==> src/common/rv_pkg.sv <==
package rv_pkg;

    ////////////////////////////////////////////////////////////
    // Architecture sizes
    ////////////////////////////////////////////////////////////

    localparam int XLEN      = 64;    // RV64I data width
    localparam int REG_COUNT = 32;    // Integer register count
    localparam int SHAMT_W   = 6;     // Shift amount bits in RV64I

    typedef logic [XLEN-1:0]                xlen_t;
    typedef logic [$clog2(REG_COUNT)-1:0]   reg_addr_t;
    typedef logic [31:0]                    instr_t;

    ////////////////////////////////////////////////////////////
    // Encodings
    ////////////////////////////////////////////////////////////

    // Major opcodes that the core executes
    typedef enum logic [6:0] {
        OPC_OP     = 7'b0110011,    // Register-register
        OPC_OP_IMM = 7'b0010011,    // Register-immediate
        OPC_LUI    = 7'b0110111     // Upper immediate
    } opcode_e;

    // Low three bits follow funct3, bit 3 is the alternate form (instr[30])
    typedef enum logic [3:0] {
        ALU_ADD  = 4'b0000,
        ALU_SUB  = 4'b1000,
        ALU_SLL  = 4'b0001,
        ALU_SLT  = 4'b0010,
        ALU_SLTU = 4'b0011,
        ALU_XOR  = 4'b0100,
        ALU_SRL  = 4'b0101,
        ALU_SRA  = 4'b1101,
        ALU_OR   = 4'b0110,
        ALU_AND  = 4'b0111
    } alu_op_e;

    localparam logic [2:0] F3_ADD = 3'b000;     // add, sub, addi
    localparam logic [2:0] F3_SLL = 3'b001;     // sll, slli
    localparam logic [2:0] F3_SR  = 3'b101;     // srl, sra and their immediate forms
    localparam logic [6:0] F7_BASE = 7'b0000000;
    localparam logic [6:0] F7_ALT  = 7'b0100000;    // sub, sra
    localparam logic [5:0] F6_BASE = 6'b000000;     // Upper bits of slli, srli
    localparam logic [5:0] F6_ALT  = 6'b010000;     // Upper bits of srai

    ////////////////////////////////////////////////////////////
    // Stage payloads
    ////////////////////////////////////////////////////////////

    // Decode register contents, operands already read
    typedef struct packed {
        alu_op_e   alu_op;
        xlen_t     rs1;         // rs1 value
        xlen_t     rs2;         // rs2 value
        reg_addr_t rd;
        logic      use_imm;     // Second operand from imm
        xlen_t     imm;
        logic      write_en;    // Legal and rd not x0
        logic      illegal;
    } decoded_t;

    // Source indices kept for forwarding
    typedef struct packed {
        reg_addr_t rs1;
        reg_addr_t rs2;
    } src_t;

    // Register-file write port
    typedef struct packed {
        logic      we;
        reg_addr_t rd;
        xlen_t     data;
    } wb_t;

    // One finished instruction
    typedef struct packed {
        reg_addr_t rd;
        xlen_t     value;
        logic      illegal;
    } retire_t;

endpackage
==> src/decode/register_file.sv <==
`timescale 1ns/1ns

module register_file import rv_pkg::*; (
    input  logic      clk,
    input  logic      rst,
    input  reg_addr_t rs1_addr,
    input  reg_addr_t rs2_addr,
    output xlen_t     rs1_data,
    output xlen_t     rs2_data,
    input  wb_t       wb
);

    xlen_t regs [REG_COUNT];

    always_ff @(posedge clk or posedge rst) begin
        if (rst) begin
            for (int i = 0; i < REG_COUNT; i++) begin
                regs[i] <= '0;
            end
        end else if (wb.we) begin
            regs[wb.rd] <= wb.data;    // Written at the capture edge
        end
    end

    // Combinational reads, x0 always zero
    assign rs1_data = (rs1_addr == '0) ? '0 : regs[rs1_addr];
    assign rs2_data = (rs2_addr == '0) ? '0 : regs[rs2_addr];

    // The decoder filters rd == 0, nothing here does
    a_no_x0_write: assert property (
        @(posedge clk) disable iff (rst) wb.we |-> wb.rd != '0
    ) else $error("register write targets x0");

endmodule

==> config.mk <==
export PLATFORM = sky130hd
export DESIGN_NAME = register_file
export DESIGN_NICKNAME = d
export VERILOG_FILES = /design/src/common/rv_pkg.sv /design/src/decode/register_file.sv
export SDC_FILE = /design/constraint.sdc
export NUM_CORES = 2
export LEC_CHECK = 0
export BUFFER_PORTS_ARGS = -buffer_cell sky130_fd_sc_hd__buf_2
export CAP_MARGIN = 20
export CORE_AREA = 2 2 525 527
export CTS_CLUSTER_SIZE = 8
export DETAILED_ROUTE_END_ITERATION = 7
export DIE_AREA = 0 0 527 529
export SLEW_MARGIN = 25
export SYNTH_ARGS = -nofsm -noshare
export SYNTH_HDL_FRONTEND = slang
export SYNTH_SLANG_ARGS = --single-unit
==> constraint.sdc <==
create_clock -name clk -period 129.1 [get_ports clk]
set_input_delay 19.365 -clock clk [delete_from_list [all_inputs] [get_ports clk]]
set_output_delay 19.365 -clock clk [all_outputs]
set_load 0.01 [all_outputs]
==> flow_metrics.py <==
metrics = {
    "detailed_routing": {
        "vias_per_cell": 6.51,
        "vias": 68800,
        "drtIter0Drc": 6380,
        "drcViolationCount": 0,
        "drtAntennaViolNets": 0,
        "firstDrtPassIters": 6,
        "wl_per_cell_um": 34.9,
        "drt_wl_total_um": 369000,
    },
    "grt": {
        "grt_usage": 0.263,
        "grt-ovfl-total": 0,
        "antenna_found_initial": 48,
        "grt_max_degree": 165,
        "grt_pass1_wl_um": 533000,
        "grt_pass1_vias": 72000,
    },
    "die": {
        "core-area_um2": 273000,
        "num_rows": 192,
        "start_util": 0.399,
        "die_area_um2": 279000,
        "die_height_um": 529,
        "die_w_um": 527,
        "io_pins": 210,
    },
    "critical_path": {
        "reg2regPathDepth": 1,
        "crit_path_end_kind": "output port",
        "cp-start-kind": "input port",
        "r2r_slack_ns": 128.30,
        "worst-path-max-fanout": 89,
        "crit_arrival_ns": 24.32,
        "required_ns": 109.74,
        "r2r-start": "regs[1532]$_DFFE_PP0P_",
        "worstSetupPathType": "in -> out",
        "r2r_end": "regs[1532]$_DFFE_PP0P_",
    },
    "yosys": {
        "synthFlopType": "dfrtp_1",
        "synth_edf_count": 0,
        "yosysSeqAreaShare": 0.471,
        "synth_cells": 7008,
        "synthesis.area_um2": 109000,
        "yosysWarnings": 0,
        "synth_fp_nets": 7090,
        "ys_ff_latch": 2048,
        "synth.avg_cell_area_um2": 15.5,
        "synth-async-reset-ratio": 1.00,
        "synth_xor_area_frac": 0,
        "synth_mux_area_frac": 0.445,
        "synth_top_family_by_area": "multiplexers",
        "yosys.area_share.simple": 0.0120,
        "synth_compound_area_frac": 0.0383,
        "synth_fa_ha_area_frac": 0,
        "synthDistinctLibCells": 53,
    },
    "power_and_ir_drop": {
        "intPower_mw": 1.43,
        "power_leakage_nw": 52.5,
        "switching_share": 0.272,
        "p_seq_frac": 0.439,
        "combPwrFrac": 0.201,
        "switchingPower_uw": 533,
        "power_density_nw_per_um2": 16.2,
        "clockPowerShare": 0.360,
        "irDropWorstVdd_mv": 0.0144,
    },
    "clock_network": {
        "ctsResizeCount": 0,
        "ctsRootBufferMaster": "clkbuf_16",
        "cts_max_level": 5,
        "post_cts_buffers": 0,
        "clkLatencyLatePin_ns": 0.92,
        "numCtsBuffers": 307,
        "cts.clk_slew.worst_paths_ns": 0.05,
        "ctsHoldBuffers": 0,
        "cts_tree": "built",
        "clock-sinks": 2048,
        "clockBufferDepth": 4,
    },
    "timing": {
        "layout_min_cycle_time_ns": 43.68,
        "relSlewSlack": 0.220,
        "tightest_slew_ns": 1.17,
        "setup_tns_ns": 0,
        "setup_viol": 0,
        "grt_setup_unrepaired": "false",
        "fmax_mhz": 22.9,
        "finalClockSkew_ns": 0,
        "min_period_over_period": 0.338,
        "hold_violations": 0,
        "report.final.slew_viol_count": 0,
    },
    "finish": {
        "largest-register": "regs",
        "syn_to_final_growth_pct": 11.0,
        "mostFrequentLayoutCell": "mux2_2",
        "largest_register_ffs": 2048,
        "post_route_cells_drive_above_1_share": 0.547,
        "layout_common_cells": "mux2_2 (2,077), dfrtp_1 (2,048), mux4_2 (948)",
        "regArea_um2": 51200,
        "n_fill_cell": 24000,
        "nets": 7020,
        "largestRegisters": "regs: 2048 flops",
        "multiInputGateArea_um2": 54300,
        "fin_area_um2": 121000,
    },
    "hold_path": {
        "hp-class": "reg -> reg",
        "hold-path-cell-count": 1,
        "hp-start": "regs[1370]$_DFFE_PP0P_",
        "hold_end": "regs[1370]$_DFFE_PP0P_",
    },
    "placed_design": {
        "gp_congestion": 0.802,
        "port_buffers": 209,
        "post_dp_cell_area_um2": 113000,
        "hpwlAfterDp_um": 209000,
    },
    "job": {
        "cap_viol_max_count": 0,
    },
    "status": {
        "run_status": "completed",
    },
}
layout make-up:
type | count | area share
inverter | 7 | 0.000362
sequential | 2048 | 0.424
clock buffer | 317 | 0.0648
timing repair buffer | 385 | 0.0228
clock inverter | 12 | 0.00114
multi-input combinational | 4189 | 0.449
tap | 3589 | 0.0372
antenna | 20 | 0.000414
critical path: stages:
cell and delay [ns]:
buf_8 0.29, buf_16 0.40, buf_12 0.62, buf_4 0.74, buf_4 0.80, nor2_1 0.27
a22oi_1 0.25, a21oi_1 0.10, nor4_1 0.79, buf_4 0.23, buf_2 0.12
power by group through the flow:
stage,clock network [mW],registers (mW),logic (mW)
detailed placement,0,0.868,0.395
floorplan,0,0.843,0.311
global route,0.744,0.877,0.421
finish,0.707,0.863,0.394
CTS,0.719,0.858,0.396
global placement,0,0.858,0.386
metal layers:
layer | track usage | share of wire | vias to the layer above
met5 | 0 | 0.00031 | -
met4 | 0.0975 | 0.039 | 18
met3 | 0.0489 | 0.071 | 755
met2 | 0.426 | 0.48 | 2882
met1 | 0.351 | 0.41 | 38000
li1 | - | - | 27100
cells by family after synthesis:
group | after synthesis
buffers and inverters | 771
DFF | 2048
and+or+nand+nor | 264
AOI/OAI and AO/OA | 526
muxes | 3399
cell usage after synthesis (5+ instances only):
master,count,area [um2]
a211o_1,95,832
a211oi_1,10,75.1
a21oi_1,27,135
a221o_1,5,50.1
a22o_1,92,806
a22oi_1,16,120
a2bb2oi_1,40,350
a31o_2,6,52.6
a31oi_1,18,113
and2_1,6,37.5
and3_1,47,294
buf_1,24,90.1
buf_2,184,921
buf_4,70,526
buf_6,43,484
clkbuf_1,443,1660
dfrtp_1,2048,51200
mux2_2,2077,23400
mux2i_1,374,3740
mux4_2,948,21400
nand2_1,104,390
nand3_1,16,80.1
nand3b_1,6,45.0
nor2_1,35,131
nor2_2,8,50.1
nor2b_1,18,113
nor4_1,5,31.3
o21a_1,14,105
o21ai_0,17,85.1
o21ai_1,38,190
o221ai_1,111,972
o22ai_1,17,106
how the worst max path moves through the flow:
stage,from,slack [ns],to
floorplan,rst,51.89,regs[0]$_DFFE_PP0P_
detailed placement,rs2_addr[0],85.27,rs2_data[34]
global route,rs2_addr[0],85.07,rs2_data[34]
CTS,rs2_addr[0],85.29,rs2_data[34]
global placement,rs2_addr[0],85.34,rs2_data[34]
finish,rs2_addr[0],85.42,rs2_data[34]
through the flow:
stage	total power, mW	worst slack [ns]	std cells	util	hold WS, ns
floorplan	1.15	51.89	7008	-	0.491
global placement	1.24	85.34	10200	0.412	0.499
detailed placement	1.26	85.27	10200	0.413	0.508
CTS	1.97	85.29	10500	0.442	0.518
global route	2.04	85.07	10600	0.443	0.531
finish	1.96	85.42	10600	0.443	0.519
Power figures use the tool's default switching activity.
