<file path="config.mk">
export PLATFORM = sky130hd
export DESIGN_NAME = rv_decoder
export DESIGN_NICKNAME = d
export VERILOG_FILES = /design/src/common/rv_pkg.sv /design/src/decode/rv_decoder.sv
export SDC_FILE = /design/constraint.sdc
export NUM_CORES = 1
export LEC_CHECK = 0
export ABC_AREA = 1
export BUFFER_PORTS_ARGS = -buffer_cell sky130_fd_sc_hd__buf_2
export CAP_MARGIN = 20
export CORE_AREA = 5 5 147 149
export DETAILED_ROUTE_END_ITERATION = 12
export DIE_AREA = 0 0 152 154
export HOLD_SLACK_MARGIN = 0.06
export PLACE_DENSITY_LB_ADDON = 0.1
export SYNTH_ARGS = -nofsm -noshare
export SYNTH_HDL_FRONTEND = slang
export SYNTH_SLANG_ARGS = --single-unit
export TNS_END_PERCENT = 30
</file>
<file path="constraint.sdc">
create_clock -name clk -period 2.3 [get_ports clk]
set_clock_uncertainty 0.15 [all_clocks]
set_input_delay 0.46 -clock clk [delete_from_list [all_inputs] [get_ports clk]]
set_output_delay 0.46 -clock clk [all_outputs]
set_load 0.005 [all_outputs]
</file>
<file path="src/common/rv_pkg.sv">
package rv_pkg;

    ////////////////////////////////////////////////////////////
    // Architecture sizes
    ////////////////////////////////////////////////////////////

    localparam int XLEN      = 64;    // RV64I data width
    localparam int REG_COUNT = 32;    // Integer register count
    localparam int SHAMT_W   = 6;     // Shift amount bits in RV64I

    typedef logic [XLEN-1:0]                xlen_t;
    typedef logic [$clog2(REG_COUNT)-1:0]   reg_addr_t;
    typedef logic [31:0]                    instr_t;

    ////////////////////////////////////////////////////////////
    // Encodings
    ////////////////////////////////////////////////////////////

    // Major opcodes that the core executes
    typedef enum logic [6:0] {
        OPC_OP     = 7'b0110011,    // Register-register
        OPC_OP_IMM = 7'b0010011,    // Register-immediate
        OPC_LUI    = 7'b0110111     // Upper immediate
    } opcode_e;

    // Low three bits follow funct3, bit 3 is the alternate form (instr[30])
    typedef enum logic [3:0] {
        ALU_ADD  = 4'b0000,
        ALU_SUB  = 4'b1000,
        ALU_SLL  = 4'b0001,
        ALU_SLT  = 4'b0010,
        ALU_SLTU = 4'b0011,
        ALU_XOR  = 4'b0100,
        ALU_SRL  = 4'b0101,
        ALU_SRA  = 4'b1101,
        ALU_OR   = 4'b0110,
        ALU_AND  = 4'b0111
    } alu_op_e;

    localparam logic [2:0] F3_ADD = 3'b000;     // add, sub, addi
    localparam logic [2:0] F3_SLL = 3'b001;     // sll, slli
    localparam logic [2:0] F3_SR  = 3'b101;     // srl, sra and their immediate forms
    localparam logic [6:0] F7_BASE = 7'b0000000;
    localparam logic [6:0] F7_ALT  = 7'b0100000;    // sub, sra
    localparam logic [5:0] F6_BASE = 6'b000000;     // Upper bits of slli, srli
    localparam logic [5:0] F6_ALT  = 6'b010000;     // Upper bits of srai

    ////////////////////////////////////////////////////////////
    // Stage payloads
    ////////////////////////////////////////////////////////////

    // Decode register contents, operands already read
    typedef struct packed {
        alu_op_e   alu_op;
        xlen_t     rs1;         // rs1 value
        xlen_t     rs2;         // rs2 value
        reg_addr_t rd;
        logic      use_imm;     // Second operand from imm
        xlen_t     imm;
        logic      write_en;    // Legal and rd not x0
        logic      illegal;
    } decoded_t;

    // Source indices kept for forwarding
    typedef struct packed {
        reg_addr_t rs1;
        reg_addr_t rs2;
    } src_t;

    // Register-file write port
    typedef struct packed {
        logic      we;
        reg_addr_t rd;
        xlen_t     data;
    } wb_t;

    // One finished instruction
    typedef struct packed {
        reg_addr_t rd;
        xlen_t     value;
        logic      illegal;
    } retire_t;

endpackage
</file>
<file path="src/decode/rv_decoder.sv">
`timescale 1ns/1ns

module rv_decoder import rv_pkg::*; (
    input  logic      clk,
    input  logic      rst,
    input  logic      instr_valid,
    output logic      instr_ready,
    input  instr_t    instr,
    input  logic      ex_ready,
    output reg_addr_t rs1_addr,
    output reg_addr_t rs2_addr,
    input  xlen_t     rs1_data,
    input  xlen_t     rs2_data,
    output logic      d_valid,
    output decoded_t  dec,
    output src_t      src
);

    opcode_e    opcode;
    logic [2:0] funct3;
    logic [6:0] funct7;
    logic [5:0] funct6;
    reg_addr_t  rd;
    xlen_t      imm_i;
    xlen_t      imm_u;
    logic       legal;
    logic       alt_form;
    decoded_t   dec_next;

    ////////////////////////////////////////////////////////////
    // Field extraction
    ////////////////////////////////////////////////////////////

    assign opcode = opcode_e'(instr[6:0]);
    assign funct3 = instr[14:12];
    assign funct7 = instr[31:25];
    assign funct6 = instr[31:26];    // RV64 shifts use six shamt bits
    assign rd     = instr[11:7];

    assign imm_i = {{(XLEN-12){instr[31]}}, instr[31:20]};
    assign imm_u = {{(XLEN-32){instr[31]}}, instr[31:12], 12'b0};

    // LUI has no rs1 and only OP has rs2, those fields hold immediate bits
    assign rs1_addr = (opcode == OPC_LUI) ? '0 : instr[19:15];
    assign rs2_addr = (opcode == OPC_OP) ? instr[24:20] : '0;

    always_comb begin
        legal    = 1'b0;
        alt_form = 1'b0;
        case (opcode)
            OPC_OP: begin
                alt_form = instr[30];
                legal    = (funct7 == F7_BASE) ||
                           (funct7 == F7_ALT && (funct3 == F3_ADD || funct3 == F3_SR));
            end
            OPC_OP_IMM: begin
                // Only srai has an alternate form, addi keeps bit 30 as imm
                alt_form = (funct3 == F3_SR) && instr[30];
                if (funct3 == F3_SLL)
                    legal = (funct6 == F6_BASE);
                else if (funct3 == F3_SR)
                    legal = (funct6 == F6_BASE) || (funct6 == F6_ALT);
                else
                    legal = 1'b1;
            end
            OPC_LUI: begin
                legal = 1'b1;    // rs1 reads x0, so imm + 0
            end
            default: begin
                legal = 1'b0;
            end
        endcase
    end

    always_comb begin
        dec_next.alu_op   = legal && opcode != OPC_LUI ? alu_op_e'({alt_form, funct3}) : ALU_ADD;
        dec_next.rs1      = rs1_data;
        dec_next.rs2      = rs2_data;
        dec_next.rd       = rd;
        dec_next.use_imm  = (opcode != OPC_OP);
        dec_next.imm      = (opcode == OPC_LUI) ? imm_u : imm_i;
        dec_next.write_en = legal && (rd != '0);    // The one x0 check on the write side
        dec_next.illegal  = !legal;
    end

    ////////////////////////////////////////////////////////////
    // Decode register
    ////////////////////////////////////////////////////////////

    assign instr_ready = ex_ready;

    always_ff @(posedge clk or posedge rst) begin
        if (rst) begin
            d_valid <= 1'b0;
        end else if (ex_ready) begin
            d_valid <= instr_valid;
        end
    end

    always_ff @(posedge clk) begin
        if (ex_ready && instr_valid) begin
            dec     <= dec_next;
            src.rs1 <= rs1_addr;    // Kept for the forwarding match
            src.rs2 <= rs2_addr;
        end
    end

endmodule

</file>
==> impl_metrics.ini <==
[floorplanning]
core-area_um2 = 20000
die_w_um = 152
die_area_um2 = 23400
start_util_pct = 31.9
floorplan.io_pins = 390
die_h_um = 154
fp-row-count = 52

[detailed_routing]
route.final.wire_length_um = 20300
drt-wirelength-per-cell_um = 18.0
detail_route.drc_violations = 0
vias = 4647
firstDrtPassIters = 4
via_per_inst = 4.13
drt-initial-drc-count = 208
drtAntennaViolNets = 0

[layout]
regArea_um2 = 5490
drive_gt1_share_pct = 52.9
fin_nets = 1005
layout.cells.most_common = sky130_fd_sc_hd__buf_2
most_frequent_cells_in_the_layout = sky130_fd_sc_hd__buf_2 (389), sky130_fd_sc_hd__edfxtp_1 (182), sky130_fd_sc_hd__dlygate4sd3_1 (131), sky130_fd_sc_hd__nor2_1 (33), sky130_fd_sc_hd__inv_1 (31)
multi_input_comb_area_um2 = 462
nFillCells = 1781
postLayoutCoreUtil_pct = 51.7
layout-area-overhead-vs-synth_pct = 62.4

[place]
post-dp-hpwl_um = 15100
port-buffer-count = 389
finalWeightedCongestion = 0.850

[setup_path]
path_cells = buf_2
worstSetupPathType = flip-flop to output port
worstRegToRegCells = 2
startpoint_type = flip-flop
worst-endpoint-arrival_ps = 1460
worstPathRequired_ps = 1690
worst_setup_path_startpoint = dec[33]
crit_buf_inv = 1
worstSetupPathDepth = 1
worstPathMaxFanout = 33
cell_family_with_most_cp_delay = flip-flops
crit_slowest_cell = sky130_fd_sc_hd__edfxtp_1
reg2reg_to = d_valid
delay_of_the_slowest_critical_path_stage_ps = 790
reg2reg_slack_ps = 1500
critical_path.endpoint = dec[63]
timing.rr.start = d_valid
crit_end_category = output port

[timing]
setup-tns-final_ps = 0
setup_viol = 0
hold_violations = 0
slew_headroom_pct = 55.2
rsz0062_at_grt = no
final_period_minus_worst_setup_slack_ps = 2070
fmax_mhz = 484
maxSlewViolCount = 0
worstMarginPinSlew_ps = 673
period_share_pct = 89.9

[pwr]
power_switching_share_pct = 23.9
irDropWorstVdd_uv = 467
power-per-cell-area_nw_per_um2 = 736
cell_internal_pwr_w = 0.00581
power.share.clock_pct = 37.4
p_sw_w = 0.00182
power.sequential.fraction_pct = 52.0
comb_power_share_pct = 10.6
static-leakage-power_nw = 4.47

[logic_synthesis]
synth_top_cell_by_area = sky130_fd_sc_hd__edfxtp_1
seq_area_frac_synth_pct = 86.0
syn_inst = 334
synth-warning-count = 0
synth.net_count = 498
synth_area_leaders = sky130_fd_sc_hd__edfxtp_1 (86%), sky130_fd_sc_hd__buf_4 (3.9%), sky130_fd_sc_hd__o21ai_2 (2.6%)
post_syn_area_per_cell_um2 = 19.1
synth.top_cell.area_share_pct = 85.6
synth_seq_cells = 183
synthDistinctLibCells = 19
syn_area_um2 = 6380

[worst_hold_path]
hold-path-cell-count = 1
worst_hold_path_type = input port to flip-flop

[clock_tree]
cts_max_level = 4
cts_made_buffers = 17
clock_tree_from_tritoncts = yes
clock_tree.buffer_depth = 2
root_cell_of_the_clock_tree = sky130_fd_sc_hd__clkbuf_16
cts.sink_count = 183
worstSkewPairLatency_ps = 410
cts_repair_resize_count = 0
cts.reportedPaths.clkPinSlew_ps = 80

[grt]
number_of_antenna_violations_at_the_first_check_in_global_routing = 2
via_count_of_the_first_global_routing_pass = 4926
track_usage_pct = 16.7
gr-total-overflow = 0
grt_first_pass_wirelength_um = 30000
maximum_number_of_pins_on_one_net_before_global_route_repair = 49

[outcome]
run_status = complete, no violations

[flow_run]
max_cap_viol_count = 0
worst reg2reg max path: stages, from the launching register on:
cell and delay [ps]:
sky130_fd_sc_hd__dfrtp_1 380, sky130_fd_sc_hd__inv_1 40, sky130_fd_sc_hd__o21ai_0 150
routing by layer:
metal  track usage [%]  routed length (um)
met5                 0                  13
met2              29.9               10800
met4              5.48                 375
met1              18.5                7460
met3              6.13                1570
power groups by stage:
stage / logic, W / clock network [W] / registers (W)
4_1_cts: 0.000820 / 0.00295 / 0.00397
5_1_grt: 0.000875 / 0.00309 / 0.00399
3_5_place_dp: 0.000633 / 0 / 0.00404
6_report: 0.000807 / 0.00286 / 0.00397
2_1_floorplan: 0.000172 / 0 / 0.00409
3_3_place_gp: 0.000633 / 0 / 0.00404
flip-flops by register name, summed over array words and instances (netlist names):
| register | count |
|---|---|
| src | 10 |
| d_valid | 1 |
| dec | 172 |
cell usage after synthesis (all sizes together):
| cell | count |
|---|---|
| edfxtp | 182 |
| buf | 38 |
| nor2 | 34 |
| inv | 33 |
| o21ai | 20 |
| nand2 | 15 |
| nand3 | 6 |
| a21oi | 1 |
| dfrtp | 1 |
| nand3b | 1 |
| nor3 | 1 |
| nor3b | 1 |
| o211ai | 1 |
cells by family (layout without fill, tap and decap cells):
family | after synthesis | count (layout) | share of synthesized area, %
buffers and inverters | 71 | 591 | 7.02
AOI/OAI and AO/OA | 22 | 22 | 2.96
and+or+nand+nor | 58 | 58 | 4.02
DFF | 183 | 183 | 86.0
other | 0 | 1 | 0
metrics by stage:
| step | cells | total power, W | hold WS (ps) | area (um^2) | setup slack [ps] |
|---|---|---|---|---|---|
| 3_5_place_dp | 961 | 0.00468 | 155 | 8460 | 340 |
| 4_1_cts | 1121 | 0.00774 | 61.3 | 10300 | 198 |
| 5_1_grt | 1125 | 0.00795 | 60.7 | 10400 | 43.5 |
| 3_3_place_gp | 961 | 0.00467 | 148 | 8460 | 341 |
| 6_report | 1125 | 0.00763 | 85.1 | 10400 | 232 |
| 2_1_floorplan | 334 | 0.00427 | 38.7 | 6400 | -1450 |
timing repair:
action                                 in CTS  in global routing
endpoints found under the hold margin     128                  3
setup buffers                               0                  0
hold buffers                              128                  3
layout make-up:
type	instances	area share (%)
Tap cell	270	3.26
Clock inverter	14	1.55
Multi-Input combinational cell	80	4.45
Antenna cell	1	0.0241
Timing Repair Buffer	526	32.4
Inverter	33	1.26
Clock buffer	18	4.14
Sequential cell	183	53.0
worst min path at each step:
stage	startpoint	to	slack, ps
after detailed placement	rst	d_valid	160
after CTS	instr[9]	dec[69]	60
final	instr[9]	dec[69]	90
after global routing	instr[9]	dec[69]	60
after floorplan	rst	d_valid	40
after global placement	rst	d_valid	150
(Power assumes the default switching activity.)
