## config.mk

```make
export PLATFORM = sky130hd
export DESIGN_NAME = retire_buffer
export DESIGN_NICKNAME = d
export VERILOG_FILES = /design/src/common/rv_pkg.sv /design/src/logic/retire_buffer.sv
export SDC_FILE = /design/constraint.sdc
export NUM_CORES = 1
export LEC_CHECK = 0
export BUFFER_PORTS_ARGS = -buffer_cell sky130_fd_sc_hd__buf_2
export CELL_PAD_IN_SITES_DETAIL_PLACEMENT = 1
export CELL_PAD_IN_SITES_GLOBAL_PLACEMENT = 2
export CORE_UTILIZATION = 27
export DETAILED_ROUTE_END_ITERATION = 8
export GPL_ROUTABILITY_DRIVEN = 0
export PLACE_DENSITY = 0.9
export SLEW_MARGIN = 20
export SYNTH_ARGS = -nofsm -noshare
export SYNTH_HDL_FRONTEND = slang
export SYNTH_SLANG_ARGS = --single-unit
```

## constraint.sdc

```tcl
create_clock -name clk -period 0.9 [get_ports clk]
set_input_delay 0.045 -clock clk [delete_from_list [all_inputs] [get_ports clk]]
set_output_delay 0.045 -clock clk [all_outputs]
set_load 0.02 [all_outputs]
```

## src/common/rv_pkg.sv

```systemverilog
package rv_pkg;

    ////////////////////////////////////////////////////////////
    // Architecture sizes
    ////////////////////////////////////////////////////////////

    localparam int XLEN      = 64;    // RV64I data width
    localparam int REG_COUNT = 32;    // Integer register count
    localparam int SHAMT_W   = 6;     // Shift amount bits in RV64I

    typedef logic [XLEN-1:0]                xlen_t;
    typedef logic [$clog2(REG_COUNT)-1:0]   reg_addr_t;
    typedef logic [31:0]                    instr_t;

    ////////////////////////////////////////////////////////////
    // Encodings
    ////////////////////////////////////////////////////////////

    // Major opcodes that the core executes
    typedef enum logic [6:0] {
        OPC_OP     = 7'b0110011,    // Register-register
        OPC_OP_IMM = 7'b0010011,    // Register-immediate
        OPC_LUI    = 7'b0110111     // Upper immediate
    } opcode_e;

    // Low three bits follow funct3, bit 3 is the alternate form (instr[30])
    typedef enum logic [3:0] {
        ALU_ADD  = 4'b0000,
        ALU_SUB  = 4'b1000,
        ALU_SLL  = 4'b0001,
        ALU_SLT  = 4'b0010,
        ALU_SLTU = 4'b0011,
        ALU_XOR  = 4'b0100,
        ALU_SRL  = 4'b0101,
        ALU_SRA  = 4'b1101,
        ALU_OR   = 4'b0110,
        ALU_AND  = 4'b0111
    } alu_op_e;

    localparam logic [2:0] F3_ADD = 3'b000;     // add, sub, addi
    localparam logic [2:0] F3_SLL = 3'b001;     // sll, slli
    localparam logic [2:0] F3_SR  = 3'b101;     // srl, sra and their immediate forms
    localparam logic [6:0] F7_BASE = 7'b0000000;
    localparam logic [6:0] F7_ALT  = 7'b0100000;    // sub, sra
    localparam logic [5:0] F6_BASE = 6'b000000;     // Upper bits of slli, srli
    localparam logic [5:0] F6_ALT  = 6'b010000;     // Upper bits of srai

    ////////////////////////////////////////////////////////////
    // Stage payloads
    ////////////////////////////////////////////////////////////

    // Decode register contents, operands already read
    typedef struct packed {
        alu_op_e   alu_op;
        xlen_t     rs1;         // rs1 value
        xlen_t     rs2;         // rs2 value
        reg_addr_t rd;
        logic      use_imm;     // Second operand from imm
        xlen_t     imm;
        logic      write_en;    // Legal and rd not x0
        logic      illegal;
    } decoded_t;

    // Source indices kept for forwarding
    typedef struct packed {
        reg_addr_t rs1;
        reg_addr_t rs2;
    } src_t;

    // Register-file write port
    typedef struct packed {
        logic      we;
        reg_addr_t rd;
        xlen_t     data;
    } wb_t;

    // One finished instruction
    typedef struct packed {
        reg_addr_t rd;
        xlen_t     value;
        logic      illegal;
    } retire_t;

endpackage
```

## src/logic/retire_buffer.sv

```systemverilog
`timescale 1ns/1ns

module retire_buffer import rv_pkg::*; (
    input  logic    clk,
    input  logic    rst,
    input  logic    capture,
    input  retire_t result,
    output logic    rb_ready,
    output logic    retire_valid,
    input  logic    retire_ready,
    output retire_t retire
);

    // Empty, or the current entry leaves this cycle
    assign rb_ready = !retire_valid || retire_ready;

    always_ff @(posedge clk or posedge rst) begin
        if (rst) begin
            retire_valid <= 1'b0;
        end else if (capture) begin
            retire_valid <= 1'b1;
        end else if (retire_ready) begin
            retire_valid <= 1'b0;    // Drained with nothing behind it
        end
    end

    always_ff @(posedge clk) begin
        if (capture) begin
            retire <= result;
        end
    end

    ////////////////////////////////////////////////////////////
    // Stream checks
    ////////////////////////////////////////////////////////////

    a_retire_hold: assert property (
        @(posedge clk) disable iff (rst)
        retire_valid && !retire_ready |=> retire_valid && $stable(retire)
    ) else $error("retire payload changed while stalled");

    // Execute stage must not push into a full buffer
    a_capture_ready: assert property (
        @(posedge clk) disable iff (rst) capture |-> rb_ready
    ) else $error("capture while retire buffer is full");

endmodule

```

==> results of run 1 <==
## metal layers
layer  vias to the layer above  share of wire, %  track usage [%]
met5                         -                 0                0
met4                         0               2.6             7.94
met2                       102                56             30.0
met3                        16               7.7             5.28
li1                        758                 -                -
met1                       770                33             14.0
## cells by family after synthesis
group                  Yosys count  share of synthesized area, %
buffers and inverters            1                         0.174
AND/OR/NAND/NOR                  2                          1.05
flip-flops                      71                          98.8
## timing repair
item | CTS | global route
setup buffers | 1 | 0
setup endpoints to repair | 72 | 72
gates resized for setup | 32 | 70
gates cloned | 0 | 0
hold buffers | 71 | 0
hold endpoints to repair | 71 | 0
## area by class of cell
type                    instances  area, um2  share of cell area, %
flip-flops and latches         71       2130                   49.5
repair buffers                219       1800                   42.0
well taps                     102        128                   2.97
multi-input cells               2       22.5                  0.524
clock inverters                 7       87.6                   2.04
inverters                       1       3.75                 0.0874
clock buffers                   9        124                   2.88
## layout by cell type (no fill, tap or decap)
cell / n
clkbuf_8: 9
clkinv_2: 1
edfxtp_1: 70
buf_6: 51
dfrtp_1: 1
clkinv_1: 2
inv_1: 1
nand2b_4: 1
buf_2: 94
buf_4: 1
dlygate4sd3_1: 71
bufinv_16: 2
buf_12: 2
nand2b_2: 1
clkinvlp_4: 2
## worst max-delay path, cell delays in order (launching register included)
cell,delay (ns)
dfrtp_1,0.41
nand2b_4,0.08
buf_6,0.11
## through the flow
step	cell area [um2]	hold WS, ns
after floorplan	2150	-0.226
after global placement	3050	-0.112
after detailed placement	3050	-0.112
after CTS	4080	0.0450
after global routing	4300	0.0727
final	4300	0.0842
## power breakdown
group	total [mW]	internal, mW	switching (mW)
Clock	2.68	1.54	1.14
Sequential	4.03	3.93	0.109
Combinational	1.31	0.710	0.604
Total	8.03	6.17	1.86
## path summary, 6_finish.rpt
kind | to | slack [ns] | cells past startpoint
worst max-delay path | rb_ready | -0.09 | 2
worst min-delay path | retire_valid | 0.08 | 3
worst max register to register | retire_valid | 0.15 | 3
worst min register to register | retire_valid | 0.67 | 3
max in group asynchronous | retire_valid | 0.73 | 3
min in group clk | retire_valid | 0.08 | 4
## sequential cells by signal, summed over array words and instances, names as in the netlist
signal        count
retire_valid      1
retire           70
==> impl_results.md, run 1 <==
* Status: finished, violations left
* Failing checks: setup timing
* Slew @ Worst Pin at 0.203 ns
* Syn nets at ~150
* Slew Limit Fails at 0
* Final Hold Viols at 0
* Global-route wire length before repair at ~9000 um
* Pre-antenna DRT Iters at 3
* Chip width at between 90 and 100 um
* Crit-path max FO at 2
* Vias at approximately 1,600
* Tcrit/Tclk final at 110%
* Seq cells post-synth at 71
* Area grow syn2layout at 99.5%
* Startpoint type of the worst setup path: flip-flop
* Total clock sinks at 71
* Final WL at roughly 6500 um
* Post-route DRC at 0
* Mapped Avg Cell Area at 29.1 um2
* Core Util, Final at 55.6%
* Port Buf Inserts at between 100 and 150
* Critical Path Source: retire_valid
* Die H at between 90 and 100 um
* H-tree levels at 3
* Final setup violation count at between 60 and 70
* All-Layer GR Usage at approximately 15%
* DR iter-0 viols at between 40 and 50
* Wire per inst at around 16 um
* Vias in the first global route at ~1,900
* Area contributors post-synth: edfxtp_1 98%, dfrtp_1 1.2%, nand2b_4 0.64%
* # rows at 32
* Register clock-pin slew on the reported worst setup and hold paths at around 0.070 ns
* Dpl cells at 323
* Aggregate global routing overflow at 0
* Core area at 7730 um2
* Layout cells sized above 1 at between 50% and 60%
* Synth Flop Type: edfxtp_1
* Crit path kind: reg -> out
* Post-Syn Area at approximately 2200 um2
* Max Root-Sink Buffers at 2
* Worst Setup End Kind: primary output
* Top cells by count, synth: 70 x edfxtp_1, 1 x dfrtp_1, 1 x inv_1, 1 x nand2b_2, 1 x nand2b_4
* P_leak at 1.81 nW
* Pre-CTS setup slack at roughly 0.14 ns
* Most frequent cell after synthesis: edfxtp_1
* Drt via density at 4.00
* Layout Nets at 378
* Worst-Skew Late Latency at ~0.33 ns
* PwrDens at about 1900 nW/um2
* Power, Total at between 8 and 9 mW
* Synth warnings at 0
* Final ANT Viol Nets at 0
* Max-slew headroom at ~86%
* Max-Cap Viols at 0
* Post-synth ARST share at under 10%
* CTS tree: built
* Largest net degree at the start of global routing at 38
* Peak Freq at ~1 GHz
* IO Pins at ~150
* Worst Skew at 0 ns
* Seq/Total Area, Yosys at 98.8%
* Maximum vdd drop at around 1000 uV
* Setup TNS at -1.21 ns
* Critical register-to-register path startpoint: retire_valid
* CP arrival at 0.94 ns
* Unique masters post-synth at 5
* RSZ-0062 raised after global routing: yes
* Die outline area at between 8000 and 9000 um2
* Fin cells at slightly above 400
* CTS Root Cell: clkbuf_8
* Cts bufs inserted at 9
* Initial Utilization at between 20 and 30%
* Initial antenna violation count at 0
* Dominant cell type by area after synthesis: edfxtp_1
* Post-synthesis cell count at 74
* Number of flops mapped to enable cells by yosys at 70
* Top-area cell type share of the netlist area at between 90 and 100%
* WP data required at between 0.8 and 0.9 ns
* Final worst path period need at around 0.99 ns
* Final WS setup at -0.0882 ns
* Fillcell total at roughly 760
* Antenna Cells at 0
* HP Class: in -> async
Power figures use the tool's default switching activity.
==> run 2: changes to the inputs <==
--- a/config.mk
+++ b/config.mk
@@ -11,6 +11,7 @@
 export CORE_UTILIZATION = 27
 export DETAILED_ROUTE_END_ITERATION = 8
 export GPL_ROUTABILITY_DRIVEN = 0
+export MAX_ROUTING_LAYER = met4
 export PLACE_DENSITY = 0.9
 export SLEW_MARGIN = 20
 export SYNTH_ARGS = -nofsm -noshare
==> run 2 against run 1 <==
Effect of this change:
- the flow still finishes with violations (setup timing)
- utilization shrank 0.081 points
- highest routed layer unchanged
- hold slack gained 0.0013 ns
- final cell count is the same
- cell area shrank 0.15%
- setup slack gained 0.0017 ns
- global-route usage grew 0.53 points
- clock-buffer cell count is the same
- power shrank 0.13%
- sequential power is essentially flat
- non-clock buffer count is the same
- largest cell class unchanged
- largest power group unchanged
==> impl_results.md, run 2 (same netlist as run 1, synthesis figures left out) <==
* All-Layer GR Usage at 16.0% (+0.53 points)
* PwrDens at 1870 nW/um2 (about the same)
* Antenna Cells at 0 (unchanged)
* WP data required at 0.85 ns (about the same)
* CTS tree: built
* Chip width at 91.3 um (unchanged)
* Worst Setup End Kind: primary output
* Worst-Skew Late Latency at 0.33 ns (about the same)
* Dpl cells at 323 (unchanged)
* FF-to-FF End: retire_valid
* Drt via density at 4.00 (unchanged)
* H-tree levels at 3 (unchanged)
* Layout cells sized above 1 at 53.1% (unchanged)
* Final Hold Viols at 0 (unchanged)
* Final WS setup at -0.0865 ns (+0.00167 ns)
* Wire per inst at 15.7 um (-0.14%)
* DP Area at 3050 um2 (unchanged)
* Largest net degree at the start of global routing at 38 (unchanged)
* CP arrival at 0.94 ns (about the same)
* Hold Slack at 0.0855 ns (+0.00131 ns)
* Pre-CTS setup slack at 0.143 ns (unchanged)
* Final setup violation count at 61 (-4.7%)
* Fin cells at 411 (unchanged)
* Max Root-Sink Buffers at 2 (unchanged)
* Max-slew headroom at 86.4% (about the same)
* Max incr delay on CP at 0.41 ns (about the same)
* Final ANT Viol Nets at 0 (unchanged)
* Crit-path max FO at 2 (unchanged)
* Biggest register: retire
* CP delay by family, top: flip-flops
* Commonest non-fill, non-tap cell in the layout: buf_2
* Die outline area at 8340 um2 (unchanged)
* # rows at 32 (unchanged)
* P_leak at 1.81 nW (-0.12%)
* Slowest CP cell: dfrtp_1
* Status: finished, violations left
* Maximum vdd drop at 1000 uV (about the same)
* Vias in the first global route at 1,861 (unchanged)
* HP Class: in -> async
* Initial antenna violation count at 0 (unchanged)
* Core area at 7730 um2 (unchanged)
* Layout Nets at 378 (unchanged)
* Total clock sinks at 71 (unchanged)
* Final instance area at 4290 um2 (-0.15%)
* Power, Total at 8.02 mW (-0.13%)
* Slew Limit Fails at 0 (unchanged)
* Setup TNS at -1.10 ns (+0.115 ns)
* Die H at 91.3 um (unchanged)
* Area grow syn2layout at 99.2%
* Critical register-to-register path startpoint: retire_valid
* Pre-antenna DRT Iters at 3 (unchanged)
* Port Buf Inserts at 145 (unchanged)
* DR iter-0 viols at 55 (+12%)
* Core Util, Final at 55.5% (-0.081 points)
* Most frequent cells in the layout: 95 x buf_2, 71 x dlygate4sd3_1, 70 x edfxtp_1
* Crit path kind: reg -> out
* Tcrit/Tclk final at 110% (-0.19 points)
* Slew @ Worst Pin at 0.204 ns (+0.000697 ns)
* IO Pins at 146 (unchanged)
* Post-route DRC at 0 (unchanged)
* Aggregate global routing overflow at 0 (unchanged)
* Worst Skew at 0 ns (unchanged)
* R2r setup slk at 0.15 ns (about the same)
* Worst Reg-to-Reg Cells at 3 (unchanged)
* Failing checks: setup timing
* CTS Root Cell: clkbuf_8
* Max-Cap Viols at 0 (unchanged)
* Crit path cell chain: nand2b_4 -> buf_6
* Vias at 1,646 (unchanged)
* Startpoint type of the worst setup path: flip-flop
* RSZ-0062 raised after global routing: yes
* Cts bufs inserted at 9 (unchanged)
* CP bufs+invs at 1 (unchanged)
* Global-route wire length before repair at 9190 um (unchanged)
* Final WL at 6460 um (-0.14%)
* Register clock-pin slew on the reported worst setup and hold paths at 0.07 ns (about the same)
* Peak Freq at 1.01 GHz (+0.17%)
* Initial Utilization at 27.9% (unchanged)
* Regs by FF count: retire: 70 flops, retire_valid: 1 flops
* Max reg flops at 70 (unchanged)
* Final worst path period need at 0.987 ns (-0.00167 ns)
## run 2: worst min-delay path: stages
cell and delay, ns:
dlygate4sd3_1 0.53, buf_2 0.12, inv_1 0.05
## run 2: layer usage
layer  routed length (um)  GRT usage [%]  up-vias
met5                    0              -        -
met4                  183           7.94        0
li1                     -              -      756
met3                  431           4.52       18
met2                 3630           30.0      100
met1                 2210           14.7      772
## run 2: how the worst max path moves through the flow
stage,start,end,slack [ns],depth (start not counted)
4_1_cts,retire_valid,rb_ready,-0.12,2
3_5_place_dp,capture,retire[27],0.14,2
6_report,retire_valid,rb_ready,-0.09,2
5_1_grt,retire_valid,rb_ready,-0.14,2
3_3_place_gp,capture,retire[33],0.16,2
2_1_floorplan,retire_valid,retire_valid,0.13,2
## run 2: cell type report
| class | instances | area [um2] |
|---|---|---|
| Clock buffer | 9 | 124 |
| Timing Repair Buffer | 219 | 1800 |
| Sequential cell | 71 | 2130 |
| Inverter | 1 | 3.75 |
| Clock inverter | 7 | 87.6 |
| Multi-Input combinational cell | 2 | 22.5 |
| Tap cell | 102 | 128 |
| Fill cell | 754 | 3440 |
## run 2: repair_timing
action / CTS / global route
buffers inserted: 1 / 0
setup endpoints to repair: 72 / 72
cloned: 0 / 0
gates resized for setup: 32 / 68
pin swaps: 0 / 0
hold buffers: 71 / 0
hold endpoints to repair: 71 / 0
## run 2: where the power goes
group	total [mW]	switching (mW)	internal (mW)	leakage, nW
combinational	1.31	0.603	0.706	1.01
clock	2.68	1.14	1.54	0.100
sequential	4.03	0.108	3.93	0.696
==> run 3: changes to the inputs <==
--- a/config.mk
+++ b/config.mk
@@ -13,6 +13,7 @@
 export GPL_ROUTABILITY_DRIVEN = 0
 export MAX_ROUTING_LAYER = met4
 export PLACE_DENSITY = 0.9
+export RECOVER_POWER = 25
 export SLEW_MARGIN = 20
 export SYNTH_ARGS = -nofsm -noshare
 export SYNTH_HDL_FRONTEND = slang
==> run 3 against run 2 <==
Effect of this change:
- non-clock buffer count unchanged
- the run still ends with setup timing left
- register-to-register slack about the same
- hold slack about the same
- critical endpoint unchanged
- die area unchanged
- maximum frequency about the same
- flip-flop and latch count unchanged
==> impl_results.md, run 3 (same netlist as run 1, synthesis figures left out) <==
* Crit path kind: reg -> out
* Area grow syn2layout at 98.0%
* CTS tree: built
* # rows at 32 (unchanged)
* Pre-antenna DRT Iters at 3 (unchanged)
* Worst Skew at 0 ns (unchanged)
* Failing checks: setup timing
* FF/Latch Area at 2130 um2 (unchanged)
* HP Class: in -> async
* Final setup violation count at 60 (-1.6%)
* RSZ-0062 raised after global routing: yes
* Core area at 7730 um2 (unchanged)
* Chip width at 91.3 um (unchanged)
* Dpl cells at 323 (unchanged)
* Worst-Skew Late Latency at 0.33 ns (about the same)
* Initial Utilization at 27.9% (unchanged)
* Max reg flops at 70 (unchanged)
* Biggest register: retire
* Max Root-Sink Buffers at 2 (unchanged)
* Max-Cap Viols at 0 (unchanged)
* Drt via density at 4.00 (-0.18%)
* Post-route DRC at 0 (unchanged)
* Final WL at 6470 um (+0.14%)
* Final ANT Viol Nets at 0 (unchanged)
* Wire per inst at 15.7 um (+0.14%)
* Antenna Cells at 0 (unchanged)
* DR iter-0 viols at 51 (-7.3%)
* Crit-path max FO at 2 (unchanged)
* Clock power frac at 33.4% (about the same)
* Slew @ Worst Pin at 0.502 ns (+0.298 ns)
* Total clock sinks at 71 (unchanged)
* Cts bufs inserted at 9 (unchanged)
* H-tree levels at 3 (unchanged)
* Largest net degree at the start of global routing at 38 (unchanged)
* Tcrit/Tclk final at 110% (about the same)
* Final Hold Viols at 0 (unchanged)
* Vias at 1,643 (-0.18%)
* Regs by FF count: retire: 70 flops, retire_valid: 1 flops
* Core Util, Final at 55.2% (-0.34 points)
* Fin cells at 411 (unchanged)
* Status: finished, violations left
* Commonest non-fill, non-tap cell in the layout: buf_2
* Pre-CTS setup slack at 0.143 ns (unchanged)
* Final WS setup at -0.0863 ns (+0.000253 ns)
* Int Power at 6.15 mW (-0.19%)
* Aggregate global routing overflow at 0 (unchanged)
* Psw at 1.85 mW (about the same)
* All-Layer GR Usage at 16.0% (unchanged)
* Port Buf Inserts at 145 (unchanged)
* Die H at 91.3 um (unchanged)
* Maximum vdd drop at 1000 uV (about the same)
* Worst Setup End Kind: primary output
* Global-route wire length before repair at 9190 um (unchanged)
* Die outline area at 8340 um2 (unchanged)
* Sequential power share at 50.4% (about the same)
* Slew Limit Fails at 0 (unchanged)
* Peak Freq at 1.01 GHz (about the same)
* Layout cells sized above 1 at 52.8% (-0.32 points)
* Power, Total at 8.00 mW (-0.15%)
* Initial antenna violation count at 0 (unchanged)
* Comb power frac at 16.1% (-0.2 points)
* Area of the multi-input gates at 22.5 um2 (unchanged)
* Max-slew headroom at 66.5% (-20 points)
* P_leak at 1.80 nW (-0.68%)
* IO Pins at 146 (unchanged)
* Switching Fraction at 23.1% (+0.032 points)
* CTS Root Cell: clkbuf_8
* Most frequent cells in the layout: 94 x buf_2, 71 x dlygate4sd3_1, 70 x edfxtp_1
* Vias in the first global route at 1,861 (unchanged)
* Register clock-pin slew on the reported worst setup and hold paths at 0.07 ns (about the same)
* WP data required at 0.85 ns (about the same)
* Layout Nets at 378 (unchanged)
* Startpoint type of the worst setup path: flip-flop
* CP arrival at 0.94 ns (about the same)
* Fillcell total at 758 (+0.53%)
* Worst Reg-to-Reg Cells at 3 (unchanged)
* PwrDens at 1880 nW/um2 (+0.47%)
* Final worst path period need at 0.986 ns (-0.000253 ns)
==> run 3: path summary, 6_finish.rpt <==
path / startpoint / end / slack [ns]
worst max-delay path: retire_valid / rb_ready / -0.09
worst min-delay path: rst / retire_valid / 0.09
worst max register to register: retire_valid / retire_valid / 0.15
worst min register to register: retire_valid / retire_valid / 0.67
max in group asynchronous: rst / retire_valid / 0.72
min in group clk: retire_ready / retire_valid / 0.09
==> run 3: per-stage QoR <==
stage | hold slack (ns) | cell area [um2] | setup TNS [ns]
finish | 0.0858 | 4260 | -1.11
global route | 0.0727 | 4260 | -4.02
CTS | 0.0450 | 4080 | -2.88
detailed placement | -0.112 | 3050 | 0
global placement | -0.112 | 3050 | 0
floorplan | -0.226 | 2150 | 0
==> run 3: what timing repair did <==
action                                 4_1_cts  5_1_grt
setup endpoints to repair                   72       72
buffers inserted                             1        0
hold buffers                                71        0
endpoints found under the hold margin       71        0
gates cloned                                 0        0
resized for setup                           32       68
==> run 3: cell type report <==
| class | instances | area share (%) |
|---|---|---|
| Sequential cell | 71 | 49.9 |
| Clock buffer | 9 | 2.91 |
| Tap cell | 102 | 2.99 |
| Inverter | 1 | 0.0881 |
| Multi-Input combinational cell | 2 | 0.528 |
| Timing Repair Buffer | 219 | 41.5 |
| Clock inverter | 7 | 2.05 |
==> run 3: layer usage <==
layer,GRT usage (%),part of all wire (%),up-vias
met3,4.52,6.7,18
met4,7.94,2.9,0
met2,30.0,56,100
met5,-,0,-
met1,14.7,34,770
li1,-,-,755
==> run 3: power groups by stage <==
stage / logic, mW / clock network [mW] / registers, mW
2_1_floorplan: 0.0139 / 0 / 4.41
4_1_cts: 1.16 / 2.77 / 4.00
6_report: 1.29 / 2.68 / 4.03
3_5_place_dp: 0.847 / 0 / 4.06
3_3_place_gp: 0.830 / 0 / 4.05
5_1_grt: 1.36 / 2.88 / 4.06
==> run 3: worst max-delay path, stage by stage, from the launching register on <==
cell      delay, ns
dfrtp_1        0.41
nand2b_4       0.08
buf_6          0.11
